**config.mk**
```make
export PLATFORM = sky130hd
export DESIGN_NAME = csr_unit
export DESIGN_NICKNAME = d
export VERILOG_FILES = /design/src/hw/csr_pkg.sv /design/src/hw/csr_op_unit.sv /design/src/hw/csr_regs.sv /design/src/hw/csr_unit.sv /design/src/hw/trap_ctrl.sv
export SDC_FILE = /design/constraint.sdc
export NUM_CORES = 1
export LEC_CHECK = 0
export ABC_CLOCK_PERIOD_IN_PS = 5500
export CAP_MARGIN = 40
export CORE_UTILIZATION = 60
export CTS_CLUSTER_DIAMETER = 60
export DETAILED_ROUTE_END_ITERATION = 6
export DONT_BUFFER_PORTS = 1
export HOLD_SLACK_MARGIN = 0.1
export PLACE_DENSITY = 0.76
export SLEW_MARGIN = 40
export SYNTH_ARGS = -nofsm -noshare
export SYNTH_HDL_FRONTEND = slang
export SYNTH_SLANG_ARGS = --single-unit
```
**constraint.sdc**
```tcl
create_clock -name clk -period 5.5 [get_ports clk]
set_input_delay 1.65 -clock clk [delete_from_list [all_inputs] [get_ports clk]]
set_output_delay 1.65 -clock clk [all_outputs]
set_load 0.03 [all_outputs]
```
**src/hw/csr_pkg.sv**
```systemverilog
`default_nettype none

package csr_pkg;

    localparam int XLEN = 32;

    // Data word, CSR address and exception code
    typedef logic [XLEN-1:0] xlen_t;
    typedef logic [11:0] csr_addr_t;
    typedef logic [3:0] cause_t;

    // Encoded as the funct3 of the register CSR instructions
    typedef enum logic [1:0] {
        CSR_RW = 2'd1,
        CSR_RS = 2'd2,
        CSR_RC = 2'd3
    } csr_op_e;

    typedef enum logic [2:0] {
        ST_IDLE        = 3'd0,
        ST_SAVE_EPC    = 3'd1,
        ST_SAVE_CAUSE  = 3'd2,
        ST_TRAP_STATUS = 3'd3,
        ST_MRET_STATUS = 3'd4
    } trap_state_e;

    // Machine CSR addresses
    localparam csr_addr_t CSR_MSTATUS = 12'h300;
    localparam csr_addr_t CSR_MTVEC   = 12'h305;
    localparam csr_addr_t CSR_MEPC    = 12'h341;
    localparam csr_addr_t CSR_MCAUSE  = 12'h342;

    // MPP = machine mode
    localparam xlen_t MSTATUS_RESET = 32'h0000_1800;

    // mstatus bit positions
    localparam int MSTATUS_MIE  = 3;
    localparam int MSTATUS_MPIE = 7;

    localparam cause_t CAUSE_ILLEGAL_INSN = 4'd2;

endpackage

`default_nettype wire

```
**src/hw/csr_op_unit.sv**
```systemverilog
`timescale 1ns/1ps
`default_nettype none

module csr_op_unit (
    input  logic               csr_valid,
    input  csr_pkg::csr_op_e   csr_op,
    input  csr_pkg::csr_addr_t csr_addr,
    input  csr_pkg::xlen_t     csr_src,
    input  csr_pkg::xlen_t     old_value,
    input  logic               rhit,
    output csr_pkg::csr_addr_t waddr,
    output csr_pkg::xlen_t     wdata,
    output logic               wen,
    output logic               illegal_csr
);

    import csr_pkg::*;

    xlen_t new_value;

    // Read-modify-write on the value read this cycle
    always_comb begin
        case (csr_op)
            CSR_RW: begin
                new_value = csr_src;
            end
            CSR_RS: begin
                new_value = old_value | csr_src;
            end
            CSR_RC: begin
                new_value = old_value & ~csr_src;
            end
            default: begin
                new_value = old_value;
            end
        endcase
    end

    assign waddr = csr_addr;
    assign wdata = new_value;

    // Set and clear always write, even with a zero source
    assign wen = csr_valid & rhit;

    // A miss goes to the trap controller in the same cycle
    assign illegal_csr = csr_valid & ~rhit;

endmodule

`default_nettype wire

```
**src/hw/csr_regs.sv**
```systemverilog
`timescale 1ns/1ps
`default_nettype none

module csr_regs (
    input  logic               clk,
    input  logic               rst_n,
    input  csr_pkg::csr_addr_t raddr,
    output csr_pkg::xlen_t     rdata,
    input  csr_pkg::csr_addr_t waddr1,
    input  csr_pkg::csr_addr_t waddr2,
    input  csr_pkg::xlen_t     wdata1,
    input  csr_pkg::xlen_t     wdata2,
    input  logic               wen1,
    input  logic               wen2,
    output logic               rhit,
    output csr_pkg::xlen_t     mstatus_q,
    output csr_pkg::xlen_t     mtvec_q,
    output csr_pkg::xlen_t     mepc_q
);

    import csr_pkg::*;

    xlen_t mcause_q;

    // Read decode, unknown addresses read zero and miss
    always_comb begin
        rdata = '0;
        rhit  = 1'b1;
        case (raddr)
            CSR_MSTATUS: begin
                rdata = mstatus_q;
            end
            CSR_MTVEC: begin
                rdata = mtvec_q;
            end
            CSR_MEPC: begin
                rdata = mepc_q;
            end
            CSR_MCAUSE: begin
                rdata = mcause_q;
            end
            default: begin
                rhit = 1'b0;
            end
        endcase
    end

    // Port 2 is applied last so it overrides port 1 on the same register
    always_ff @(posedge clk) begin
        if (!rst_n) begin
            mstatus_q <= MSTATUS_RESET;
            mtvec_q   <= '0;
            mepc_q    <= '0;
            mcause_q  <= '0;
        end else begin
            if (wen1) begin
                case (waddr1)
                    CSR_MSTATUS: begin
                        mstatus_q <= wdata1;
                    end
                    CSR_MTVEC: begin
                        mtvec_q <= wdata1;
                    end
                    CSR_MEPC: begin
                        mepc_q <= wdata1;
                    end
                    CSR_MCAUSE: begin
                        mcause_q <= wdata1;
                    end
                    default: begin
                    end
                endcase
            end
            if (wen2) begin
                case (waddr2)
                    CSR_MSTATUS: begin
                        mstatus_q <= wdata2;
                    end
                    CSR_MTVEC: begin
                        mtvec_q <= wdata2;
                    end
                    CSR_MEPC: begin
                        mepc_q <= wdata2;
                    end
                    CSR_MCAUSE: begin
                        mcause_q <= wdata2;
                    end
                    default: begin
                    end
                endcase
            end
        end
    end

endmodule

`default_nettype wire

```
**src/hw/csr_unit.sv**
```systemverilog
`timescale 1ns/1ps
`default_nettype none

module csr_unit (
    input  logic               clk,
    input  logic               rst_n,
    input  logic               csr_valid,
    input  csr_pkg::csr_op_e   csr_op,
    input  csr_pkg::csr_addr_t csr_addr,
    input  csr_pkg::xlen_t     csr_src,
    input  csr_pkg::xlen_t     pc,
    input  logic               exc_valid,
    input  csr_pkg::cause_t    exc_cause,
    input  logic               mret_valid,
    output csr_pkg::xlen_t     csr_rdata,
    output logic               busy,
    output logic               redirect_valid,
    output csr_pkg::xlen_t     redirect_pc
);

    import csr_pkg::*;

    logic      rhit;
    logic      illegal_csr;
    csr_addr_t waddr1;
    csr_addr_t waddr2;
    xlen_t     wdata1;
    xlen_t     wdata2;
    logic      wen1;
    logic      wen2;
    xlen_t     mstatus_q;
    xlen_t     mtvec_q;
    xlen_t     mepc_q;

    csr_regs u_regs (
        .clk       (clk),
        .rst_n     (rst_n),
        .raddr     (csr_addr),
        .rdata     (csr_rdata),
        .waddr1    (waddr1),
        .waddr2    (waddr2),
        .wdata1    (wdata1),
        .wdata2    (wdata2),
        .wen1      (wen1),
        .wen2      (wen2),
        .rhit      (rhit),
        .mstatus_q (mstatus_q),
        .mtvec_q   (mtvec_q),
        .mepc_q    (mepc_q)
    );

    // The read data doubles as the old value for set and clear
    csr_op_unit u_op (
        .csr_valid   (csr_valid),
        .csr_op      (csr_op),
        .csr_addr    (csr_addr),
        .csr_src     (csr_src),
        .old_value   (csr_rdata),
        .rhit        (rhit),
        .waddr       (waddr1),
        .wdata       (wdata1),
        .wen         (wen1),
        .illegal_csr (illegal_csr)
    );

    trap_ctrl u_trap (
        .clk            (clk),
        .rst_n          (rst_n),
        .exc_valid      (exc_valid),
        .exc_cause      (exc_cause),
        .illegal_csr    (illegal_csr),
        .mret_valid     (mret_valid),
        .pc             (pc),
        .mstatus_q      (mstatus_q),
        .mtvec_q        (mtvec_q),
        .mepc_q         (mepc_q),
        .waddr          (waddr2),
        .wdata          (wdata2),
        .wen            (wen2),
        .busy           (busy),
        .redirect_valid (redirect_valid),
        .redirect_pc    (redirect_pc)
    );

endmodule

`default_nettype wire

```
**src/hw/trap_ctrl.sv**
```systemverilog
`timescale 1ns/1ps
`default_nettype none

module trap_ctrl (
    input  logic               clk,
    input  logic               rst_n,
    input  logic               exc_valid,
    input  csr_pkg::cause_t    exc_cause,
    input  logic               illegal_csr,
    input  logic               mret_valid,
    input  csr_pkg::xlen_t     pc,
    input  csr_pkg::xlen_t     mstatus_q,
    input  csr_pkg::xlen_t     mtvec_q,
    input  csr_pkg::xlen_t     mepc_q,
    output csr_pkg::csr_addr_t waddr,
    output csr_pkg::xlen_t     wdata,
    output logic               wen,
    output logic               busy,
    output logic               redirect_valid,
    output csr_pkg::xlen_t     redirect_pc
);

    import csr_pkg::*;

    trap_state_e state_q;
    trap_state_e state_d;
    xlen_t       epc_q;
    cause_t      cause_q;
    logic        trap_take;
    logic        mret_take;
    xlen_t       trap_status;
    xlen_t       mret_status;

    // Exception beats an illegal access, both beat mret
    assign trap_take = (state_q == ST_IDLE) & (exc_valid | illegal_csr);
    assign mret_take = (state_q == ST_IDLE) & ~exc_valid & ~illegal_csr & mret_valid;

    always_comb begin
        state_d = state_q;
        case (state_q)
            ST_IDLE: begin
                if (trap_take) begin
                    state_d = ST_SAVE_EPC;
                end else if (mret_take) begin
                    state_d = ST_MRET_STATUS;
                end
            end
            ST_SAVE_EPC: begin
                state_d = ST_SAVE_CAUSE;
            end
            ST_SAVE_CAUSE: begin
                state_d = ST_TRAP_STATUS;
            end
            default: begin
                state_d = ST_IDLE;
            end
        endcase
    end

    always_ff @(posedge clk) begin
        if (!rst_n) begin
            state_q <= ST_IDLE;
        end else begin
            state_q <= state_d;
        end
    end

    // Trap payload captured on acceptance
    always_ff @(posedge clk) begin
        if (trap_take) begin
            epc_q   <= pc;
            cause_q <= exc_valid ? exc_cause : CAUSE_ILLEGAL_INSN;
        end
    end

    // mstatus stack push on trap entry, pop on mret
    always_comb begin
        trap_status               = mstatus_q;
        trap_status[MSTATUS_MPIE] = mstatus_q[MSTATUS_MIE];
        trap_status[MSTATUS_MIE]  = 1'b0;
        mret_status               = mstatus_q;
        mret_status[MSTATUS_MIE]  = mstatus_q[MSTATUS_MPIE];
        mret_status[MSTATUS_MPIE] = 1'b1;
    end

    always_comb begin
        waddr          = CSR_MSTATUS;
        wdata          = '0;
        wen            = 1'b0;
        redirect_valid = 1'b0;
        redirect_pc    = '0;
        case (state_q)
            ST_SAVE_EPC: begin
                waddr = CSR_MEPC;
                wdata = epc_q;
                wen   = 1'b1;
            end
            ST_SAVE_CAUSE: begin
                waddr = CSR_MCAUSE;
                wdata = xlen_t'(cause_q);
                wen   = 1'b1;
            end
            ST_TRAP_STATUS: begin
                wdata          = trap_status;
                wen            = 1'b1;
                redirect_valid = 1'b1;
                redirect_pc    = mtvec_q;
            end
            ST_MRET_STATUS: begin
                wdata          = mret_status;
                wen            = 1'b1;
                redirect_valid = 1'b1;
                redirect_pc    = mepc_q;
            end
            default: begin
            end
        endcase
    end

    assign busy = (state_q != ST_IDLE);

endmodule

`default_nettype wire

```
==> impl_metrics.xml <==
<?xml version="1.0" encoding="UTF-8"?>
<metrics>
  <group name="outcome">
    <metric name="outcome" unit="">finished, final reports clean</metric>
  </group>
  <group name="detailed_routing">
    <metric name="vias" unit="">8617</metric>
    <metric name="postRouteAntennaNets" unit="">0</metric>
    <metric name="routed_wire_length_per_instance" unit="um">23.2</metric>
    <metric name="dr.first_iter.drc_count" unit="">1018</metric>
    <metric name="routed_wl" unit="um">28400</metric>
    <metric name="drt_pre_antenna_iters" unit="">6</metric>
    <metric name="post_detailed_route_drc_marker_count" unit="">0</metric>
    <metric name="drt-vias-per-instance" unit="">7.03</metric>
  </group>
  <group name="timing">
    <metric name="final.period_utilization" unit="%">90.2</metric>
    <metric name="grt_setup_unrepaired" unit="">no</metric>
    <metric name="final_max_slew_violation_count" unit="">0</metric>
    <metric name="worst_slew_margin_rel" unit="%">43.5</metric>
    <metric name="tightest_slew" unit="ns">0.846</metric>
    <metric name="timing.clock.skew" unit="ns">0.0112</metric>
    <metric name="max_freq" unit="MHz">201</metric>
    <metric name="finalSetupTns" unit="ns">0</metric>
    <metric name="hold_viol" unit="">0</metric>
    <metric name="final-setup-viol-count" unit="">0</metric>
    <metric name="final_period_minus_worst_setup_slack" unit="ns">4.96</metric>
  </group>
  <group name="clock_tree">
    <metric name="clock_transition_at_path_regs" unit="ns">0.07</metric>
    <metric name="h-tree-depth" unit="">4</metric>
    <metric name="cts_tree" unit="">built</metric>
    <metric name="postCtsResizedCells" unit="">0</metric>
    <metric name="clkLatencyLatePin" unit="ns">0.43</metric>
    <metric name="cts-hold-fix-buffers" unit="">0</metric>
    <metric name="cts_made_buffers" unit="">17</metric>
    <metric name="ctsRootBufferMaster" unit="">clkbuf_16</metric>
    <metric name="buffer_depth_of_the_longest_clock_path" unit="">2</metric>
    <metric name="cts.sink_count" unit="">167</metric>
    <metric name="cts_post_setup_buffers_inserted" unit="">0</metric>
  </group>
  <group name="synth">
    <metric name="total_number_of_yosys_warnings" unit="">0</metric>
    <metric name="flip_flop_and_latch_count_after_synthesis" unit="">167</metric>
    <metric name="synth-async-reset-ratio" unit="%">0</metric>
    <metric name="postSynthCellCount" unit="">1055</metric>
    <metric name="yosysSeqAreaShare" unit="%">42.4</metric>
    <metric name="top_area_cells_in_the_synthesized_netlist" unit="">dfxtp_1, edfxtp_1, a21oi_1</metric>
    <metric name="post_synth_instance_area" unit="um^2">8730</metric>
    <metric name="synth_commonest_cells" unit="">a21oi_1, dfxtp_1, nand2_1</metric>
    <metric name="synth.distinct_cells" unit="">62</metric>
    <metric name="number_of_enable_type_register_cells_in_the_synthesized_netlist" unit="">36</metric>
    <metric name="yosys.cell_count.top_type" unit="">a21oi_1</metric>
    <metric name="yosys.area.top_type_share" unit="%">30.0</metric>
    <metric name="synth.net_count" unit="">1142</metric>
    <metric name="synthFlopType" unit="">dfxtp_1</metric>
    <metric name="synth.largest_area_cell" unit="">dfxtp_1</metric>
    <metric name="syn_area_per_cell" unit="um^2">8.28</metric>
  </group>
  <group name="floorplanning">
    <metric name="initial_utilization" unit="%">62.2</metric>
    <metric name="fp.dieH" unit="um">123</metric>
    <metric name="placementRows" unit="">43</metric>
    <metric name="die_w" unit="um">123</metric>
    <metric name="design.portCount" unit="">153</metric>
    <metric name="floorplan.core_area" unit="um^2">14000</metric>
    <metric name="dieArea" unit="um^2">15000</metric>
  </group>
  <group name="power">
    <metric name="worst_ir_drop_vdd" unit="mV">0.265</metric>
    <metric name="leakagePower" unit="uW">0.00344</metric>
    <metric name="finalPower" unit="uW">2870</metric>
    <metric name="power_density" unit="nW/um^2">293</metric>
  </group>
  <group name="placed_design">
    <metric name="gpl.final_weighted_congestion" unit="">0.904</metric>
    <metric name="placement.io_buffers" unit="">0</metric>
    <metric name="post-dp-hpwl" unit="um">17300</metric>
  </group>
  <group name="critical_path">
    <metric name="slowest_delay" unit="ns">0.43</metric>
    <metric name="worst_ep_arrival_time" unit="ns">3.31</metric>
    <metric name="timing.critical_path.slowest_stage_cell" unit="">nand3_1</metric>
    <metric name="regToRegStartpoint" unit="">u_regs.mstatus_q[31]</metric>
    <metric name="crit_required" unit="ns">3.85</metric>
    <metric name="setup_crit_start_kind" unit="">input pin</metric>
    <metric name="crit_path_cell_trace" unit="">nor3_2 -&gt; buf_4 -&gt; nand3_1 -&gt; nor2_1 -&gt; a221o_1</metric>
    <metric name="critical_path_class" unit="">input pin to primary output</metric>
    <metric name="critical_path_end_type" unit="">primary output</metric>
    <metric name="worst-path-max-fanout" unit="">28</metric>
    <metric name="crit_start" unit="">csr_addr[5]</metric>
  </group>
  <group name="grt">
    <metric name="global_route_wire_length_before_repair" unit="um">43700</metric>
    <metric name="grt_usage" unit="%">38.1</metric>
    <metric name="antenna_found_initial" unit="">2</metric>
    <metric name="grt_remaining_overflow" unit="">0</metric>
    <metric name="maximum_number_of_pins_on_one_net_before_global_route_repair" unit="">68</metric>
    <metric name="first_global_vias" unit="">8067</metric>
  </group>
  <group name="final_layout">
    <metric name="syn_to_final_growth" unit="%">11.9</metric>
    <metric name="fillCellCount" unit="">1116</metric>
    <metric name="final_net_count" unit="">1119</metric>
    <metric name="final_layout_size_suffix_gt1_share" unit="%">10.4</metric>
  </group>
  <group name="worst_hold_path">
    <metric name="hold_path.startpoint" unit="">u_regs.mcause_q[7]</metric>
    <metric name="holdCritPathClass" unit="">register to register</metric>
  </group>
  <group name="run">
    <metric name="cap_violations" unit="">0</metric>
  </group>
</metrics>
-- logic make-up (layout without fill, tap and decap cells) --
family                 count (synthesis)  in the layout  share of synthesized area (%)
multiplexers                           2              2                          0.229
buffers and inverters                106             96                           5.16
XOR/XNOR                              23             23                           2.31
other                                  0              1                              0
flip-flops                           167            167                           42.4
AND/OR/NAND/NOR                      264            264                           15.5
AO/OA/AOI/OAI                        493            493                           34.3
-- per-stage QoR --
step | area, um^2 | instances | setup WS (ns) | util (%) | hold WS [ns]
after floorplan | 8730 | 1055 | 0.724 | - | 0.419
after global routing | 9770 | 1226 | 0.493 | 69.6 | 0.471
final | 9770 | 1226 | 0.536 | 69.6 | 0.453
after detailed placement | 9110 | 1192 | 0.600 | 64.9 | 0.437
after CTS | 9740 | 1224 | 0.603 | 69.4 | 0.453
after global placement | 9060 | 1190 | 0.584 | 64.5 | 0.428
-- placed cells by master, fill, tap and decap left out, types with 5 or more instances in the layout --
master,n
a221o_1,8
clkbuf_16,18
inv_1,10
inv_6,5
nand2_1,115
nand4_1,6
a32oi_1,17
o211ai_1,14
o21ai_0,106
dfxtp_1,131
a211oi_1,15
a31oi_1,7
edfxtp_1,36
xnor2_1,22
a22o_1,53
buf_4,45
and3_1,10
a22oi_1,6
and2_1,28
buf_12,6
o22ai_1,5
o21ai_1,60
nand3_1,26
a21oi_1,170
a21o_1,7
nor2_1,31
nor3b_1,6
-- metal layers --
layer / GRT usage (%) / vias up / wire length [um]
li1: - / 3878 / -
met1: 51.9 / 4080 / 11400
met2: 57.6 / 588 / 12800
met3: 9.43 / 71 / 3400
met4: 15.2 / 0 / 806
met5: 0 / - / 0
-- final cells by class --
class	instances	area [um^2]	area share (%)
multi-input cells	782	4660	47.7
flip-flops and latches	167	3700	37.9
repair buffers	54	512	5.24
clock buffers	22	505	5.17
well taps	180	225	2.30
clock inverters	10	125	1.28
inverters	10	37.5	0.384
diodes	1	2.50	0.0256
-- registers in the layout, summed over array words and instances, names as in the netlist --
name,count
u_regs.mcause_q,32
u_regs.mstatus_q,32
u_trap.cause_q,4
u_trap.state_q,3
u_regs.mtvec_q,32
u_regs.mepc_q,32
u_trap.epc_q,32
-- path summary, 6_finish.rpt --
kind,end,slack (ns),cells past startpoint
worst min register to register,u_regs.mcause_q[7],0.45,2
worst max register to register,u_regs.mcause_q[31],3.06,5
worst min-delay path,u_regs.mcause_q[7],0.45,2
worst max-delay path,csr_rdata[5],0.54,5
-- where the power goes --
| part | internal, uW | total [uW] | switching (uW) |
|---|---|---|---|
| clock | 754 | 1280 | 522 |
| combinational | 81.8 | 251 | 169 |
| sequential | 1310 | 1340 | 28.7 |
| total | 2150 | 2870 | 720 |
-- critical path: cells and delay by family --
family                 cells  cell delay (ns)
buffers and inverters      1             0.39
AND/OR/NAND/NOR            3             0.87
AO/OA/AOI/OAI              1             0.39
No activity file was read; power rests on OpenSTA's default activity.
